===== src/ising_pkg.sv =====
package ising_pkg;

    //////////////////////////////////////////////////
    // Sizes
    //////////////////////////////////////////////////
    localparam int NUM_SPIN = 8;
    localparam int BIT_J    = 4;
    localparam int HOST_DW  = NUM_SPIN * BIT_J;
    localparam int HOST_AW  = 8;
    localparam int ENERGY_W = 16;
    localparam int J_AW     = 3;
    // Wide enough for the largest flip memory
    localparam int FLIP_AW  = 4;

    // Register offsets inside region 0
    localparam logic [1:0] REG_CTRL      = 2'd0;
    localparam logic [1:0] REG_STATUS    = 2'd1;
    localparam logic [1:0] REG_SPIN_ADDR = 2'd2;
    localparam logic [1:0] REG_ENERGY    = 2'd3;

    // Regions, top two address bits
    localparam logic [1:0] REGION_REG  = 2'd0;
    localparam logic [1:0] REGION_J    = 2'd1;
    localparam logic [1:0] REGION_FLIP = 2'd2;

    //////////////////////////////////////////////////
    // Bus and memory payloads
    //////////////////////////////////////////////////
    typedef struct packed {
        logic [HOST_AW-1:0] addr;
        logic               write;
        logic [HOST_DW-1:0] wdata;
    } host_req_t;

    typedef struct packed {
        logic [HOST_DW-1:0] rdata;
    } host_rsp_t;

    // Host view is a raw word, engine view is one coupling per spin
    typedef union packed {
        logic [HOST_DW-1:0]                   raw;
        logic signed [NUM_SPIN-1:0][BIT_J-1:0] j;
    } j_row_u;

    typedef struct packed {
        logic            en;
        logic            we;
        logic [J_AW-1:0] addr;
        j_row_u          wdata;
    } j_mem_req_t;

    typedef struct packed {
        logic                en;
        logic                we;
        logic [FLIP_AW-1:0]  addr;
        logic [NUM_SPIN-1:0] wdata;
    } flip_mem_req_t;

    typedef struct packed {
        logic                       busy;
        logic                       done;
        logic signed [ENERGY_W-1:0] energy;
    } engine_status_t;

endpackage


===== src/l1_sram.sv =====
`timescale 1ns/1ns

module l1_sram #(
    parameter int DEPTH  = 16,
    parameter int WIDTH  = 8,
    parameter int ADDR_W = $clog2(DEPTH)
) (
    input  logic              clk_i,
    input  logic              en_i,
    input  logic              we_i,
    input  logic [ADDR_W-1:0] addr_i,
    input  logic [WIDTH-1:0]  wdata_i,
    output logic [WIDTH-1:0]  rdata_o
);

    logic [WIDTH-1:0] mem [DEPTH];

    // Read data holds until the next enabled read
    always_ff @(posedge clk_i) begin
        if (en_i) begin
            if (we_i) begin
                mem[addr_i] <= wdata_i;
            end else begin
                rdata_o <= mem[addr_i];
            end
        end
    end

    // Requesters wrap or decode addresses to the real depth
    assert property (@(posedge clk_i) en_i |-> (addr_i < DEPTH))
        else $error("memory access beyond depth %0d at address %0d", DEPTH, addr_i);

endmodule


===== src/l1_port_mux.sv =====
`timescale 1ns/1ns

module l1_port_mux import ising_pkg::*; (
    // Engine side
    input  logic          eng_busy_i,
    input  j_mem_req_t    eng_j_req_i,
    input  flip_mem_req_t eng_flip_req_i,

    // Host side
    input  j_mem_req_t    host_j_req_i,
    input  flip_mem_req_t host_flip_req_i,
    output logic          host_gnt_o,

    // Memory ports
    output j_mem_req_t    j_mem_req_o,
    output flip_mem_req_t flip_mem_req_o
);

    //////////////////////////////////////////////////
    // Port ownership
    //////////////////////////////////////////////////
    always_comb begin
        if (eng_busy_i) begin
            j_mem_req_o    = eng_j_req_i;
            flip_mem_req_o = eng_flip_req_i;
        end else begin
            j_mem_req_o    = host_j_req_i;
            flip_mem_req_o = host_flip_req_i;
        end
    end

    // Host owns both ports whenever no sweep runs
    assign host_gnt_o = ~eng_busy_i;

    //////////////////////////////////////////////////
    // Checks
    //////////////////////////////////////////////////
    // Register front end must hold its requests until granted
    always_comb begin
        if (eng_busy_i) begin
            assert (!host_j_req_i.en && !host_flip_req_i.en)
                else $error("host memory request raised while the engine owns the ports");
        end
    end

endmodule


===== src/ising_reg_if.sv =====
`timescale 1ns/1ns

module ising_reg_if import ising_pkg::*; (
    input  logic                clk_i,
    input  logic                reset_i,

    // Host bus
    input  logic                host_req_i,
    input  host_req_t           host_req_data_i,
    output logic                host_ack_o,
    output host_rsp_t           host_rsp_o,

    // Memory requests through the port mux
    input  logic                host_gnt_i,
    output j_mem_req_t          host_j_req_o,
    output flip_mem_req_t       host_flip_req_o,
    input  j_row_u              j_rdata_i,
    input  logic [NUM_SPIN-1:0] flip_rdata_i,

    // Engine control
    input  engine_status_t      status_i,
    output logic                start_o,
    output logic [FLIP_AW-1:0]  spin_addr_o
);

    localparam logic [2:0] S_IDLE    = 3'd0;
    localparam logic [2:0] S_ACCESS  = 3'd1;
    localparam logic [2:0] S_WAIT    = 3'd2;
    localparam logic [2:0] S_ACK     = 3'd3;
    localparam logic [2:0] S_RELEASE = 3'd4;

    logic [2:0]         state_q;
    logic [2:0]         state_d;
    logic [1:0]         region;
    logic [1:0]         reg_sel;
    logic               is_mem;
    logic               issue;
    logic               reg_wr;
    logic [HOST_DW-1:0] reg_rdata;
    logic [HOST_DW-1:0] rdata_q;
    logic [FLIP_AW-1:0] spin_addr_q;
    logic               start_q;

    assign region  = host_req_data_i.addr[HOST_AW-1 -: 2];
    assign reg_sel = host_req_data_i.addr[1:0];
    assign is_mem  = (region == REGION_J) || (region == REGION_FLIP);
    assign issue   = (state_q == S_ACCESS) && is_mem && host_gnt_i;
    assign reg_wr  = (state_q == S_ACCESS) && (region == REGION_REG) && host_req_data_i.write;

    //////////////////////////////////////////////////
    // Four-phase handshake
    //////////////////////////////////////////////////
    always_comb begin
        state_d = state_q;
        case (state_q)
            S_IDLE:    if (host_req_i) state_d = S_ACCESS;
            // Memory regions stall here while a sweep runs
            S_ACCESS:  if (!is_mem || host_gnt_i) state_d = S_WAIT;
            S_WAIT:    state_d = S_ACK;
            S_ACK:     if (!host_req_i) state_d = S_RELEASE;
            S_RELEASE: state_d = S_IDLE;
            default:   state_d = S_IDLE;
        endcase
    end

    always_ff @(posedge clk_i) begin
        if (reset_i) begin
            state_q     <= S_IDLE;
            spin_addr_q <= '0;
            start_q     <= 1'b0;
        end else begin
            state_q <= state_d;
            // A start while busy is dropped
            start_q <= reg_wr && (reg_sel == REG_CTRL) && host_req_data_i.wdata[0]
                       && !status_i.busy;
            if (reg_wr && (reg_sel == REG_SPIN_ADDR)) begin
                spin_addr_q <= host_req_data_i.wdata[FLIP_AW-1:0];
            end
        end
    end

    assign host_ack_o  = (state_q == S_ACK);
    assign start_o     = start_q;
    assign spin_addr_o = spin_addr_q;

    //////////////////////////////////////////////////
    // Memory requests and read data
    //////////////////////////////////////////////////
    always_comb begin
        host_j_req_o.en        = issue && (region == REGION_J);
        host_j_req_o.we        = host_req_data_i.write;
        host_j_req_o.addr      = host_req_data_i.addr[J_AW-1:0];
        host_j_req_o.wdata.raw = host_req_data_i.wdata;

        host_flip_req_o.en    = issue && (region == REGION_FLIP);
        host_flip_req_o.we    = host_req_data_i.write;
        host_flip_req_o.addr  = host_req_data_i.addr[FLIP_AW-1:0];
        host_flip_req_o.wdata = host_req_data_i.wdata[NUM_SPIN-1:0];
    end

    always_comb begin
        case (reg_sel)
            REG_STATUS:    reg_rdata = {{(HOST_DW-2){1'b0}}, status_i.done, status_i.busy};
            REG_SPIN_ADDR: reg_rdata = HOST_DW'(spin_addr_q);
            REG_ENERGY:    reg_rdata = {{(HOST_DW-ENERGY_W){status_i.energy[ENERGY_W-1]}},
                                        status_i.energy};
            default:       reg_rdata = '0;
        endcase
    end

    // Memory data is valid one cycle after the issue
    always_ff @(posedge clk_i) begin
        if (state_q == S_WAIT) begin
            case (region)
                REGION_REG:  rdata_q <= reg_rdata;
                REGION_J:    rdata_q <= j_rdata_i.raw;
                REGION_FLIP: rdata_q <= HOST_DW'(flip_rdata_i);
                default:     rdata_q <= '0;
            endcase
        end
    end

    assign host_rsp_o.rdata = rdata_q;

    assert property (@(posedge clk_i) disable iff (reset_i)
        host_req_i && $past(host_req_i) |-> $stable(host_req_data_i))
        else $error("host payload changed while req was high");

endmodule


===== src/ising_energy_engine.sv =====
`timescale 1ns/1ns

module ising_energy_engine import ising_pkg::*; #(
    parameter int FLIP_DEPTH = 16
) (
    input  logic                clk_i,
    input  logic                reset_i,
    input  logic                start_i,
    input  logic [FLIP_AW-1:0]  spin_addr_i,
    output j_mem_req_t          j_req_o,
    input  j_row_u              j_rdata_i,
    output flip_mem_req_t       flip_req_o,
    input  logic [NUM_SPIN-1:0] flip_rdata_i,
    output engine_status_t      status_o
);

    // Local field range is NUM_SPIN times the largest coupling
    localparam int H_W   = BIT_J + $clog2(NUM_SPIN) + 1;
    localparam int CNT_W = J_AW + 1;

    localparam logic [2:0] S_IDLE   = 3'd0;
    localparam logic [2:0] S_FETCH  = 3'd1;
    localparam logic [2:0] S_STREAM = 3'd2;
    localparam logic [2:0] S_WRITE  = 3'd3;
    localparam logic [2:0] S_DONE   = 3'd4;

    logic [2:0]                 state_q;
    logic                       busy;
    logic [CNT_W-1:0]           row_cnt_q;
    logic                       issue_row;
    logic                       row_valid_q;
    logic [J_AW-1:0]            row_idx_q;
    logic                       last_row;
    logic [FLIP_AW-1:0]         src_addr_q;
    logic [FLIP_AW-1:0]         dst_addr;
    logic [NUM_SPIN-1:0]        spin_q;
    logic [NUM_SPIN-1:0]        new_spin_q;
    logic signed [H_W-1:0]      tree [NUM_SPIN];
    logic signed [H_W-1:0]      h_sum;
    logic signed [ENERGY_W-1:0] energy_q;

    assign busy      = (state_q == S_FETCH) || (state_q == S_STREAM) || (state_q == S_WRITE);
    assign issue_row = (state_q == S_STREAM) && (row_cnt_q < CNT_W'(NUM_SPIN));
    assign last_row  = row_valid_q && (row_idx_q == J_AW'(NUM_SPIN - 1));
    assign dst_addr  = (src_addr_q + FLIP_AW'(1)) & FLIP_AW'(FLIP_DEPTH - 1);

    //////////////////////////////////////////////////
    // Local field of the returning row
    //////////////////////////////////////////////////
    always_comb begin
        for (int j = 0; j < NUM_SPIN; j++) begin
            tree[j] = H_W'($signed(j_rdata_i.j[j]));
            if (!spin_q[j]) begin
                tree[j] = -tree[j];
            end
        end
        // Pairwise reduction, log2(NUM_SPIN) levels
        for (int w = NUM_SPIN / 2; w > 0; w = w / 2) begin
            for (int k = 0; k < w; k++) begin
                tree[k] = tree[2*k] + tree[2*k+1];
            end
        end
        h_sum = tree[0];
    end

    //////////////////////////////////////////////////
    // Sweep FSM
    //////////////////////////////////////////////////
    always_ff @(posedge clk_i) begin
        if (reset_i) begin
            state_q     <= S_IDLE;
            row_cnt_q   <= '0;
            row_valid_q <= 1'b0;
            energy_q    <= '0;
        end else begin
            row_valid_q <= issue_row;
            case (state_q)
                S_IDLE, S_DONE: begin
                    if (start_i) begin
                        state_q  <= S_FETCH;
                        energy_q <= '0;
                    end
                end
                S_FETCH: begin
                    state_q   <= S_STREAM;
                    row_cnt_q <= '0;
                end
                S_STREAM: begin
                    if (issue_row) begin
                        row_cnt_q <= row_cnt_q + CNT_W'(1);
                    end
                    // E = -sum sigma_i * h_i
                    if (row_valid_q) begin
                        energy_q <= spin_q[row_idx_q] ? energy_q - h_sum : energy_q + h_sum;
                    end
                    if (last_row) begin
                        state_q <= S_WRITE;
                    end
                end
                S_WRITE: state_q <= S_DONE;
                default: state_q <= S_IDLE;
            endcase
        end
    end

    always_ff @(posedge clk_i) begin
        row_idx_q <= row_cnt_q[J_AW-1:0];
        if (start_i && !busy) begin
            src_addr_q <= spin_addr_i & FLIP_AW'(FLIP_DEPTH - 1);
        end
        // Source vector arrives in the first stream cycle
        if ((state_q == S_STREAM) && (row_cnt_q == '0)) begin
            spin_q <= flip_rdata_i;
        end
        if (row_valid_q) begin
            new_spin_q[row_idx_q] <= (h_sum >= 0);
        end
    end

    //////////////////////////////////////////////////
    // Memory requests and status
    //////////////////////////////////////////////////
    always_comb begin
        j_req_o.en        = issue_row;
        j_req_o.we        = 1'b0;
        j_req_o.addr      = row_cnt_q[J_AW-1:0];
        j_req_o.wdata.raw = '0;

        flip_req_o.en    = (state_q == S_FETCH) || (state_q == S_WRITE);
        flip_req_o.we    = (state_q == S_WRITE);
        flip_req_o.addr  = (state_q == S_WRITE) ? dst_addr : src_addr_q;
        flip_req_o.wdata = new_spin_q;
    end

    assign status_o.busy   = busy;
    assign status_o.done   = (state_q == S_DONE);
    assign status_o.energy = energy_q;

    assert property (@(posedge clk_i) disable iff (reset_i) busy |-> !start_i)
        else $error("start pulse reached the engine during a sweep");

endmodule


===== src/ising_core_top.sv =====
`timescale 1ns/1ns

module ising_core_top import ising_pkg::*; #(
    parameter int FLIP_DEPTH = 16
) (
    input  logic      clk_i,
    input  logic      reset_i,
    input  logic      host_req_i,
    input  host_req_t host_req_data_i,
    output logic      host_ack_o,
    output host_rsp_t host_rsp_o
);

    j_mem_req_t          host_j_req;
    j_mem_req_t          eng_j_req;
    j_mem_req_t          j_mem_req;
    flip_mem_req_t       host_flip_req;
    flip_mem_req_t       eng_flip_req;
    flip_mem_req_t       flip_mem_req;
    logic                host_gnt;
    j_row_u              j_rdata;
    logic [NUM_SPIN-1:0] flip_rdata;
    engine_status_t      eng_status;
    logic                start;
    logic [FLIP_AW-1:0]  spin_addr;

    //////////////////////////////////////////////////
    // Register front end
    //////////////////////////////////////////////////
    ising_reg_if u_reg_if (
        .clk_i           (clk_i          ),
        .reset_i         (reset_i        ),
        .host_req_i      (host_req_i     ),
        .host_req_data_i (host_req_data_i),
        .host_ack_o      (host_ack_o     ),
        .host_rsp_o      (host_rsp_o     ),
        .host_gnt_i      (host_gnt       ),
        .host_j_req_o    (host_j_req     ),
        .host_flip_req_o (host_flip_req  ),
        .j_rdata_i       (j_rdata        ),
        .flip_rdata_i    (flip_rdata     ),
        .status_i        (eng_status     ),
        .start_o         (start          ),
        .spin_addr_o     (spin_addr      )
    );

    l1_port_mux u_port_mux (
        .eng_busy_i      (eng_status.busy),
        .eng_j_req_i     (eng_j_req      ),
        .eng_flip_req_i  (eng_flip_req   ),
        .host_j_req_i    (host_j_req     ),
        .host_flip_req_i (host_flip_req  ),
        .host_gnt_o      (host_gnt       ),
        .j_mem_req_o     (j_mem_req      ),
        .flip_mem_req_o  (flip_mem_req   )
    );

    //////////////////////////////////////////////////
    // L1 memories and compute
    //////////////////////////////////////////////////
    l1_sram #(.DEPTH(NUM_SPIN), .WIDTH(HOST_DW)) u_j_mem (
        .clk_i   (clk_i          ),
        .en_i    (j_mem_req.en   ),
        .we_i    (j_mem_req.we   ),
        .addr_i  (j_mem_req.addr ),
        .wdata_i (j_mem_req.wdata),
        .rdata_o (j_rdata        )
    );

    l1_sram #(.DEPTH(FLIP_DEPTH), .WIDTH(NUM_SPIN), .ADDR_W(FLIP_AW)) u_flip_mem (
        .clk_i   (clk_i             ),
        .en_i    (flip_mem_req.en   ),
        .we_i    (flip_mem_req.we   ),
        .addr_i  (flip_mem_req.addr ),
        .wdata_i (flip_mem_req.wdata),
        .rdata_o (flip_rdata        )
    );

    ising_energy_engine #(.FLIP_DEPTH(FLIP_DEPTH)) u_engine (
        .clk_i        (clk_i       ),
        .reset_i      (reset_i     ),
        .start_i      (start       ),
        .spin_addr_i  (spin_addr   ),
        .j_req_o      (eng_j_req   ),
        .j_rdata_i    (j_rdata     ),
        .flip_req_o   (eng_flip_req),
        .flip_rdata_i (flip_rdata  ),
        .status_o     (eng_status  )
    );

endmodule


===== config.mk =====
export PLATFORM = sky130hd
export DESIGN_NAME = ising_core_top
export DESIGN_NICKNAME = d
export VERILOG_FILES = /design/src/ising_pkg.sv /design/src/l1_sram.sv /design/src/l1_port_mux.sv /design/src/ising_reg_if.sv /design/src/ising_energy_engine.sv /design/src/ising_core_top.sv
export SDC_FILE = /design/constraint.sdc
export NUM_CORES = 1
export LEC_CHECK = 0
export BUFFER_PORTS_ARGS = -buffer_cell sky130_fd_sc_hd__buf_2
export CAP_MARGIN = 20
export CORE_ASPECT_RATIO = 1.1
export CORE_UTILIZATION = 35
export DETAILED_ROUTE_END_ITERATION = 6
export GPL_ROUTABILITY_DRIVEN = 0
export PLACE_DENSITY_LB_ADDON = 0.08
export SLEW_MARGIN = 5
export SYNTH_ARGS = -nofsm -noshare
export SYNTH_HDL_FRONTEND = slang
export SYNTH_SLANG_ARGS = --single-unit
export TNS_END_PERCENT = 30

===== constraint.sdc =====
create_clock -name clk_i -period 9.5 [get_ports clk_i]
set_input_delay 1.425 -clock clk_i [delete_from_list [all_inputs] [get_ports clk_i]]
set_output_delay 1.425 -clock clk_i [all_outputs]
set_load 0.01 [all_outputs]

---- After elaboration in Yosys (flattened, before gate mapping) ----
Memories as Yosys holds them, arrays and structs flattened. A register that Yosys moved wholly into a read port is not among the register bits.
Index checks and enable logic that the tools add are counted.
storage, ports and cells
  register bits after elaboration ......... 87
  bits in writable memories ............... 384
  input bits .............................. 44
  output and inout port bits .............. 33
  word-level logic and storage cells ...... 133
  memories ................................ 2
memory list
  memory          depth  bits a word  rd ports  clocked after Yosys merged registers in  wr ports  line           source
  u_j_mem.mem     8      32           1         1                                        1         l1_sram.sv:16  logic [WIDTH-1:0] mem [DEPTH];
  u_flip_mem.mem  16     8            1         1                                        1         l1_sram.sv:16
cells by class
  $add $sub $neg .......................... 19
  order comparisons ....................... 4
  equal/unequal tests ..................... 20
  mux-type cells .......................... 37
  bitwise logic cells ..................... 3
  reduce and logical (&&, ||, !) cells .... 36
operators with widths
  cell                                                                                 number
  32-bit case mux with 3 select lines                                                  2
  8-bit two-way mux                                                                    8
  4-bit negator with 8-bit output                                                      8
  8-bit adder                                                                          7
  16-bit two-way mux                                                                   3
  37-bit two-way mux                                                                   1
  16-bit case mux with 2 select lines                                                  1
  3-bit case mux with 4 select lines                                                   2
  16-bit by 8-bit adder with 16-bit output                                             1
  16-bit by 8-bit subtractor with 16-bit output                                        1
  1-bit logical AND                                                                    15
  3-bit two-way mux                                                                    5
  14-bit two-way mux                                                                   1
  3-bit by 2-bit equality test with 1-bit output, second input constant                4
  4-bit by 1-bit adder with 4-bit output, second input constant                        2
  8-bit bitwise mux                                                                    1
  8-bit by 1-bit greater-or-equal comparator with 1-bit output, second input constant  1
  1-bit two-way mux                                                                    8
  4-bit two-way mux                                                                    2
  2-bit != test, second input constant                                                 4
  4-bit case mux with 2 select lines                                                   1
  2-bit AND reduction                                                                  4
  2-bit equality test, second input constant                                           3
  3-bit by 1-bit equality test with 1-bit output, second input constant                2
  17 further kinds                                                                     32

---- Depth between registers and ports, before layout ----
Gate-level depths: netlist of run 1.
  depth in word-level cells ............... 10
  mapped depth ............................ 30
  mapped depth without buffers ............ 30

---- Cells and area by module ----
Synthesis of run 1 repeated with hierarchy kept, for this count alone.
unflattened totals
  cell total of the unflattened synthesis .. 1518
  area total of the unflattened synthesis .. 24438.4 µm²
by module, submodules not included
  module                 instances  cells an instance  area each (µm²)  sequential area each (µm²)
  l1_sram at u_j_mem     1          425                10869.2          8648.3
  l1_sram at u_flip_mem  1          234                5237.5           4083.9
  ising_energy_engine    1          587                5210.0           1141.1
  ising_reg_if           1          214                2248.4           1121.1
  l1_port_mux            1          58                 873.3            0.0

---- Worst setup path after synthesis of run 1 ----
Ideal clock, no wire load.
  path kind ............................... register -> register
  from .................................... register u_j_mem.rdata_o[2], read port of u_j_mem.mem
  to ...................................... register u_engine.energy_q[11]
  setup time .............................. 0.071 ns
  arrival ................................. 6.997 ns
  data required time ...................... 9.429 ns
  setup slack ............................. 2.432 ns
  stages on the path, launching flop included .. 29
  buffers on the path ..................... 0
  cell sequence ........................... edfxtp_1 nor3_1 inv_1 ha_1 mux2_2 fa_1 inv_1 fa_1 fa_1 inv_1 fa_1 inv_1 ha_1 a21o_1 a21oi_1 xnor2_1 or3_1 or2_2 or2b_1 ha_1 a21oi_1 ha_1 nand2_1 a21oi_1 o31ai_1 a21oi_1 nor3_1 or4b_2 a21oi_1
on the way
  cells in the longest elaborated chain, start to end .. 9
RTL lines
  item                                                                                                       line                       source
  start, declared                                                                                            l1_sram.sv:13              output logic [WIDTH-1:0] rdata_o
  4-bit negator with 8-bit output                                                                            ising_energy_engine.sv:54  tree[j] = -tree[j];
  8-bit two-way mux (*)                                                                                      ising_energy_engine.sv:53  if (!spin_q[j]) begin
  8-bit adder (*) (3 in a row)                                                                               ising_energy_engine.sv:60  tree[k] = tree[2*k] + tree[2*k+1];
  16-bit by 8-bit adder with 16-bit output or 16-bit by 8-bit subtractor with 16-bit output (tied branches)  ising_energy_engine.sv:94  energy_q <= spin_q[row_idx_q] ? energy_q - h_sum : energy_q + h_sum;
  16-bit two-way mux (*)                                                                                     ising_energy_engine.sv:94
  16-bit two-way mux (*)                                                                                     ising_energy_engine.sv:93  if (row_valid_q) begin
  16-bit case mux with 2 select lines (*)                                                                    ising_energy_engine.sv:77  case (state_q)
  end signal, assigned                                                                                       ising_energy_engine.sv:94
  end, declared                                                                                              ising_energy_engine.sv:40  logic signed [ENERGY_W-1:0] energy_q;
Every way passes the cells marked *; elsewhere a longest branch is shown, timed or not. The select of a mux whose other input is x is not followed.
A chain may end at the register's enable or synchronous reset.

---- Worst setup path after layout of run 1 ----
Ends and elaborated chain as after synthesis.

==> results_dict.tcl, run 1 <==
set metrics [dict create \
    crit_type "reg2reg" \
    combinationalPowerShare_pct 10.7 \
    path_common_cell "a21oi_1" \
    slew_headroom_pct 27.2 \
    setup_viol 0 \
    std_cell_rows 98 \
    placed_area_mm2 0.0247 \
    numCtsBuffers 57 \
    io_pins 77 \
    synth-seq-cells 511 \
    synth_top_area_cell "edfxtp_1" \
    synth.area.top_cells "edfxtp_1 61%, nand2_1 5.0%, mux4_2 3.4%" \
    layout-drive-gt1-share_pct 13.8 \
    grt_pass1_wl_um 90800 \
    antenna_found_initial 0 \
    finalClockSkew_ps 43.0 \
    seq_area_frac_synth_pct 64.3 \
    p_sw_share_pct 24.5 \
    yosysMostFrequentCell "edfxtp_1" \
    crit_slowest_cell "or4b_2" \
    switchingPower_w 0.00125 \
    outcome "completed" \
    ir_drop_uv 143 \
    htreeDepth 2 \
    post-route-util_pct 40.4 \
    whs_endpoint "u_engine.row_idx_q[0]" \
    p_leak_nw 9.48 \
    grt_overflow 0 \
    cts-resized-gates 0 \
    ant_nets 0 \
    rr_startpoint "u_j_mem.rdata_o[2]" \
    fp.coreArea_mm2 0.0655 \
    vias_per_cell 5.07 \
    drc_errors 0 \
    fmax_mhz 129 \
    r2r_end "u_engine.energy_q[11]" \
    p_total_w 0.00511 \
    rsz0062_at_grt "false" \
    r2r_slack_ps 1730 \
    cp.required_ps 10020 \
    final_max_slew_viol_count 0 \
    via_count 14088 \
    multi_input_area_mm2 0.00765 \
    syn_to_final_growth_pct 13.3 \
    pwr-share-seq_pct 48.9 \
    clk_pin_slew_worst_paths_ps 60 \
    firstDrtPassIters 5 \
    finalNetCount 2019 \
    fill_cells 6208 \
    clockPowerShare_pct 40.4 \
    dp_hpwl_um 37200 \
    ys_dominant_reg_cell "edfxtp_1" \
    synth_edf_count 476 \
    dp.cells 2677 \
    critPathCaptureType "flop" \
    dieHeight_um 273 \
    grt_max_degree 87 \
    synthArstFlopShare_pct 0 \
    seq_area_mm2 0.0150 \
    wl_um 60300 \
    grt_pass1_vias 14367 \
    root_buffer "clkbuf_16" \
    slowest_delay_ps 600 \
    die_w_um 248 \
    final-hold-violation-count 0 \
    synth_top_area_share_pct 61.3 \
    power.density_mw_per_mm2 193 \
    clk_latency_ps 630 \
    post_cts_buffers 0 \
    die_area_mm2 0.0677 \
    wl_per_cell_um 21.7 \
    initial_core_util_pct 35.6 \
    worst_pin_slew_ps 1090 \
    crit_path_start_kind "flop" \
    tns_ps 0 \
    power.internal_w 0.00385 \
    reg2regPathDepth 28 \
    grt_usage_pct 18.1 \
    syn-cell-area_mm2 0.0233 \
    max_cap_viol_count 0 \
    cts_tree "yes" \
    cts.path.max_buffers 3 \
    diodes 0 \
    arrival_ps 8290 \
    hold_buffers 0 \
    synth_common_cells "476 x edfxtp_1, 310 x nand2_1, 127 x nand3_1, 105 x inv_1, 96 x nor2_1" \
    ys_types 64 \
    fin_crit_ps 7770 \
    min_delay_path_depth 0 \
    cp_max_fo 6 \
    min_from "u_engine.row_cnt_q[0]" \
    min_period_over_period_pct 81.8 \
    io_buffer_count 74 \
    yosysWarnings 0 \
    syn-num-nets 1951 \
    layout.cells.non_filler 2780 \
    drtIter0Drc 904 \
    design_area_mm2 0.0264 \
    avgSynthCellArea_um2 12.8 \
    cts.sinks 511 \
    hold_class "reg2reg" \
    netlist_instances 1819 \
]
## worst max path at each step
stage,from,end,slack (ps),cells past startpoint
finish,u_j_mem.rdata_o[2],u_engine.energy_q[11],1730,28
global route,u_j_mem.rdata_o[2],u_engine.energy_q[11],1260,28
CTS,u_j_mem.rdata_o[2],u_engine.energy_q[11],1660,28
detailed placement,u_j_mem.rdata_o[2],u_engine.energy_q[11],1720,28
global placement,u_j_mem.rdata_o[2],u_engine.energy_q[11],1760,28
floorplan,u_j_mem.rdata_o[2],u_engine.energy_q[11],2430,28
## power by group through the flow
stage | registers [W] | clock network [W] | logic (W)
floorplan | 0.00255 | 0 | 0.000384
global placement | 0.00254 | 0 | 0.000555
detailed placement | 0.00254 | 0 | 0.000559
CTS | 0.00249 | 0.00212 | 0.000563
global route | 0.00250 | 0.00221 | 0.000619
finish | 0.00250 | 0.00206 | 0.000548
## cell type report
cell class                 instances  share of cell area (%)
inverter                         106                    1.51
tap                              850                    4.02
sequential                       511                    56.7
clock inverter                    26                   0.738
clock buffer                      76                    5.82
timing repair buffer             102                    2.22
multi-input combinational       1109                    29.0
## flip-flops by register name, summed over array words and instances (netlist names), 8 cells and up
name / count
u_flip_mem.mem: 128
u_j_mem.mem: 256
u_engine.energy_q: 16
u_reg_if.host_rsp_o: 32
u_flip_mem.rdata_o: 8
u_engine.new_spin_q: 8
u_engine.spin_q: 8
u_j_mem.rdata_o: 32
## kinds of logic (layout without fill, tap and decap cells)
family | Yosys count | after routing | share of synthesized area [%]
XOR/XNOR | 39 | 39 | 1.46
AO/OA/AOI/OAI | 223 | 223 | 6.10
buffers and inverters | 199 | 310 | 3.41
flip-flops | 511 | 511 | 64.3
AND/OR/NAND/NOR | 672 | 672 | 13.0
adder cells (fa/ha/maj) | 88 | 88 | 5.97
multiplexers | 87 | 87 | 5.80
## per-stage QoR
stage | hold slack [ps] | worst slack, ps
final | 444 | 1730
after global routing | 465 | 1260
after CTS | 443 | 1660
after detailed placement | 437 | 1720
after global placement | 435 | 1760
after floorplan | 392 | 2430
## worst max-delay path, delay by kind of cell, from the launching register on
| kind | cells | cell delay, ps |
|---|---|---|
| buffers and inverters | 4 | 250 |
| adders and majority gates | 8 | 3390 |
| and+or+nand+nor | 7 | 1970 |
| muxes | 1 | 280 |
| xor gates and xnor gates | 1 | 150 |
| DFF | 1 | 500 |
| AOI/OAI and AO/OA | 7 | 1130 |
## per-layer routing
| metal | vias to the layer above | GRT usage, % | part of all wire, % |
|---|---|---|---|
| li1 | 6687 | - | - |
| met1 | 7059 | 24.9 | 45 |
| met2 | 269 | 30.1 | 49 |
| met3 | 73 | 2.38 | 3.7 |
| met4 | 0 | 4.88 | 2.3 |
| met5 | - | 0 | 0 |
## placed cells by master, fill, tap and decap left out, drive strengths merged, types with 4 or more instances in the layout
| cell type | count |
|---|---|
| o21ai | 48 |
| a21o | 16 |
| o21a | 7 |
| fa | 39 |
| nor2 | 96 |
| a222oi | 8 |
| nand2b | 11 |
| clkinv | 20 |
| and2 | 38 |
| mux2i | 32 |
| clkinvlp | 4 |
| o22ai | 10 |
| nor3b | 4 |
| mux4 | 36 |
| or2 | 12 |
| buf | 101 |
| nand2 | 310 |
| nor2b | 17 |
| xnor2 | 30 |
| a211oi | 16 |
| clkbuf | 77 |
| mux2 | 19 |
| dfxtp | 35 |
| nor3 | 26 |
| a21oi | 74 |
| xor2 | 9 |
| edfxtp | 476 |
| ha | 49 |
| inv | 107 |
| a22oi | 20 |
| nor4 | 5 |
| or3 | 8 |
| nand3 | 127 |
| nand3b | 4 |
Power figures use the tool's default switching activity.
==> run 2, diff against run 1 <==
Clock period 9.5 ns to 6.7 ns, I/O delays scaled along.
==> run 2 against run 1 <==
The flow now finishes with violations (negative setup slack); fmax up 11%; design area is 4.2% higher; count of clock-buffer cells in the layout down 6; clock power is 40% higher; hold slack lost 11 ps; sequential power up 42%; routed wire length increased by 1.1%; setup slack got worse by 2000 ps; combinational power up 84%; critical path depth did not move; die area unchanged; largest power group unchanged.
==> results_dict.tcl, run 2 (synthesis results as in run 1) <==
set metrics [dict create \
    outcome "finished, violations left" \
    violations "negative setup slack" \
    vias_per_cell 4.98 \
    wl_um 61000 \
    path_common_cell "fa_1" \
    grt_overflow 0 \
    syn_to_final_growth_pct 18.0 \
    final_cell_mix "476 x edfxtp_1, 308 x nand2_1, 136 x buf_4" \
    cp.required_ps 7230 \
    crit_type "reg2reg" \
    io_pins 77 \
    ir_drop_uv 188 \
    grt_usage_pct 18.1 \
    worst_slack_ps -272 \
    cts.path.max_buffers 3 \
    cts_tree "yes" \
    design_area_mm2 0.0275 \
    fin_crit_ps 6970 \
    die_w_um 248 \
    layout_commonest_cell "edfxtp_1" \
    seq_area_mm2 0.0150 \
    slowest_delay_ps 550 \
    cp_max_fo 3 \
    cts.sinks 511 \
    wl_met3_um 2260 \
    initial_core_util_pct 35.6 \
    hold_class "reg2reg" \
    firstDrtPassIters 5 \
    ant_nets 0 \
    finalClockSkew_ps 26.4 \
    met1Wirelength_um 27800 \
    grt_max_degree 76 \
    hold-worst-slack_ps 433 \
    min_period_over_period_pct 104 \
    die_area_mm2 0.0677 \
    critPathCaptureType "flop" \
    drc_errors 0 \
    std_cell_rows 98 \
    via_count 14407 \
    layout.cells.non_filler 2891 \
    slew_headroom_pct 35.0 \
    io_buffer_count 74 \
    multi_input_area_mm2 0.00796 \
    placed_area_mm2 0.0254 \
    root_buffer "clkbuf_16" \
    grt_pass1_vias 14219 \
    fmax_mhz 143 \
    antenna_found_initial 0 \
    worst_pin_slew_ps 973 \
    max_cap_viol_count 0 \
    dieHeight_um 273 \
    final-hold-violation-count 0 \
    dp.cells 2769 \
    htreeDepth 2 \
    min_from "u_engine.row_cnt_q[0]" \
    p_leak_nw 10.1 \
    crit_slowest_cell "fa_1" \
    fill_cells 6118 \
    wl_met2_um 29900 \
    numCtsBuffers 55 \
    arrival_ps 7500 \
    rsz0062_at_grt "true" \
    drtIter0Drc 940 \
    tns_ps -1060 \
    power.density_mw_per_mm2 270 \
    largest_reg_flops 256 \
    wl_per_cell_um 21.1 \
    dp_hpwl_um 39000 \
    grt_pass1_wl_um 90500 \
    final_max_slew_viol_count 0 \
    finalNetCount 2127 \
    rr_startpoint "u_j_mem.rdata_o[29]" \
    crit_path_start_kind "flop" \
    reg_top3 "u_j_mem.mem (256), u_flip_mem.mem (128)" \
    clk_pin_slew_worst_paths_ps 60 \
    setup_viol 7 \
    p_total_w 0.00742 \
    layout-drive-gt1-share_pct 20.6 \
    clk_latency_ps 620 \
    top_layer "met4" \
    max_flop_register "u_j_mem.mem" \
    crit_start "u_j_mem.rdata_o[29]" \
    fp.coreArea_mm2 0.0655 \
]
run 2: changes by cell type in the layout (fill, tap and decap cells not counted), sizes merged:
| cell | delta |
|---|---|
| buf | +111 |
| clkbuf | -7 |
| clkinv | +7 |
| clkinvlp | -4 |
| bufinv | +2 |
| diode | +1 |
| inv | +1 |
run 2: stage by stage:
stage	utilization, %	worst slack [ps]
floorplan	-	-7.66
global placement	38.8	-462
detailed placement	38.8	-522
CTS	41.7	-332
global route	42.0	-514
finish	42.1	-272
run 2: worst max-delay path, delay by kind of cell (launching register included):
family,cells,cell delay [ps]
and+or+nand+nor,7,1720
AOI/OAI and AO/OA,7,980
buffers and inverters,4,260
adders and majority gates,8,3150
DFF,1,400
xor gates and xnor gates,1,100
muxes,1,280
run 2: repair_timing:
item	CTS	global route
hold buffers	0	0
setup buffers	11	9
setup endpoints to repair	8	8
pin swaps	23	38
resized for setup	19	32
hold endpoints to repair	0	0
run 2: power breakdown:
part / total (W) / switching, W / internal, W
combinational: 0.00101 / 0.000572 / 0.000435
clock: 0.00288 / 0.00124 / 0.00164
sequential: 0.00354 / 0.0000102 / 0.00353
run 2: cell type report:
| cell class | instances | share of cell area [%] |
|---|---|---|
| clock inverters | 32 | 0.941 |
| clock buffers | 70 | 5.24 |
| repair buffers | 212 | 5.13 |
| well taps | 850 | 3.86 |
| multi-input cells | 1109 | 28.9 |
| diodes | 1 | 0.00909 |
| flip-flops and latches | 511 | 54.5 |
| inverters | 106 | 1.44 |
run 2: final timing paths:
path | slack [ps] | to | cells past startpoint
setup / recovery | -270 | u_engine.energy_q[11] | 28
hold / removal | 430 | u_engine.row_idx_q[0] | 0
setup reg to reg | -270 | u_engine.energy_q[11] | 28
hold reg to reg | 430 | u_engine.row_idx_q[0] | 0
run 2: per-layer routing:
metal | GRT usage (%) | vias up
li1 | - | 6917
met1 | 24.7 | 7164
met2 | 30.4 | 256
met3 | 2.67 | 70
met4 | 4.01 | 0
met5 | 0 | -
==> run 3, diff against run 2 <==
Settings changed: CORE_MARGIN from default to 2, CORE_UTILIZATION 35 to 45.
==> run 3 against run 2 <==
Die area decreased by 21%; critical path depth down 1; hold slack improved by 21 ps; sequential cell count stayed put; the flow still finishes with violations (negative setup slack).
==> results_dict.tcl, run 3 (synthesis results as in run 1) <==
set metrics [dict create \
    max_flop_register "u_j_mem.mem" \
    final_cell_mix "476 x edfxtp_1, 308 x nand2_1, 132 x buf_4" \
    layout-drive-gt1-share_pct 19.5 \
    wl_per_cell_um 21.3 \
    outcome "finished, violations left" \
    slowest_delay_ps 560 \
    grt_pass1_vias 14555 \
    ant_nets 0 \
    initial_core_util_pct 45.5 \
    max_cap_viol_count 0 \
    dp_hpwl_um 37200 \
    fp.coreArea_mm2 0.0513 \
    crit_slowest_cell "fa_2" \
    hold_class "reg2reg" \
    drc_errors 0 \
    grt_pass1_wl_um 88200 \
    crit_type "reg2reg" \
    rr_startpoint "u_j_mem.rdata_o[1]" \
    met1Wirelength_um 25200 \
    placed_area_mm2 0.0252 \
    std_cell_rows 87 \
    tns_ps -832 \
    clk_pin_slew_worst_paths_ps 60 \
    htreeDepth 2 \
    finalClockSkew_ps 17.6 \
    io_buffer_count 74 \
    reg2regPathDepth 27 \
    crit_path_start_kind "flop" \
    cts.path.max_buffers 3 \
    setup_viol 5 \
    fin_crit_ps 6960 \
    grt_usage_pct 21.6 \
    cp.required_ps 7230 \
    layout_commonest_cell "edfxtp_1" \
    cp_max_fo 5 \
    cts.sinks 511 \
    top_layer "met4" \
    root_buffer "clkbuf_16" \
    hold_buffers 0 \
    reg_top3 "u_j_mem.mem (256), u_flip_mem.mem (128)" \
    power.density_mw_per_mm2 268 \
    syn_to_final_growth_pct 15.9 \
    die_w_um 221 \
    rsz0062_at_grt "true" \
    largest_reg_flops 256 \
    grt_overflow 0 \
    layout.cells.non_filler 2699 \
    slew_headroom_pct 29.5 \
    dp.cells 2583 \
    critPathCaptureType "flop" \
    hold-worst-slack_ps 454 \
    arrival_ps 7480 \
    final-hold-violation-count 0 \
    cts_tree "yes" \
    crit_start "u_j_mem.rdata_o[1]" \
    fmax_mhz 144 \
    finalNetCount 2123 \
    min_from "u_engine.row_cnt_q[0]" \
    numCtsBuffers 53 \
    io_pins 77 \
    antenna_found_initial 1 \
    vias_per_cell 5.41 \
    drtIter0Drc 1044 \
    diodes 0 \
    violations "negative setup slack" \
    wl_met3_um 2680 \
    clk_latency_ps 610 \
    via_count 14600 \
    grt_max_degree 76 \
    wl_met2_um 28000 \
    wl_um 57500 \
    ir_drop_uv 170 \
    min_period_over_period_pct 104 \
    dieHeight_um 243 \
    fill_cells 4390 \
    worst_pin_slew_ps 1060 \
    min_delay_path_depth 0 \
    p_leak_nw 9.98 \
    final_max_slew_viol_count 0 \
    worst_slack_ps -259 \
    firstDrtPassIters 7 \
    design_area_mm2 0.0270 \
    die_area_mm2 0.0537 \
]
==> run 3: cell count changes in the layout (fill, tap and decap cells not counted), sizes merged <==
cell and delta:
clkinv -1, clkbuf -3, bufinv -2, diode -1, buf -2
==> run 3: critical path, delay by kind of cell (launching register included) <==
kind | cells | cell delay (ps)
simple gates | 8 | 1700
buf+inv | 5 | 450
mux | 1 | 280
flops | 1 | 420
compound gates | 5 | 630
fa+ha+maj | 8 | 3420
==> run 3: final timing paths <==
check                           to  slack (ps)
min reg2reg  u_engine.row_idx_q[0]         450
min          u_engine.row_idx_q[0]         450
max reg2reg  u_engine.energy_q[11]        -260
max          u_engine.energy_q[11]        -260
==> run 3: power breakdown <==
part / internal, W / switching [W]
Sequential: 0.00353 / 0.0000101
Clock: 0.00152 / 0.00120
Combinational: 0.000432 / 0.000545
==> run 3: per-stage QoR <==
stage | utilization (%) | power (W) | worst slack, ps
2_1_floorplan | - | 0.00417 | -7.66
3_3_place_gp | 49.1 | 0.00450 | -403
3_5_place_dp | 49.1 | 0.00451 | -470
4_1_cts | 52.7 | 0.00730 | -308
5_1_grt | 52.7 | 0.00752 | -596
6_report | 52.7 | 0.00723 | -259
==> run 3: metal layers <==
metal | vias to the layer above | GRT usage (%)
li1 | 6910 | -
met1 | 7257 | 29.8
met2 | 347 | 35.6
met3 | 86 | 2.95
met4 | 0 | 6.63
met5 | - | 0
==> run 3: final cells by class <==
class / count / area, um^2 / share of cell area, %
Sequential cell: 511 / 15000 / 55.5
Multi-Input combinational cell: 1109 / 7820 / 28.9
Clock buffer: 67 / 1410 / 5.21
Timing Repair Buffer: 210 / 1410 / 5.20
Tap cell: 667 / 835 / 3.09
Inverter: 106 / 398 / 1.47
Clock inverter: 29 / 181 / 0.671
==> run 3: what timing repair did <==
item | 4_1_cts | 5_1_grt
gates resized for setup | 30 | 3
endpoints found under the hold margin | 0 | 0
cloned | 0 | 0
setup buffers | 18 | 2
pin swaps | 25 | 6
endpoints found under the setup margin | 6 | 9
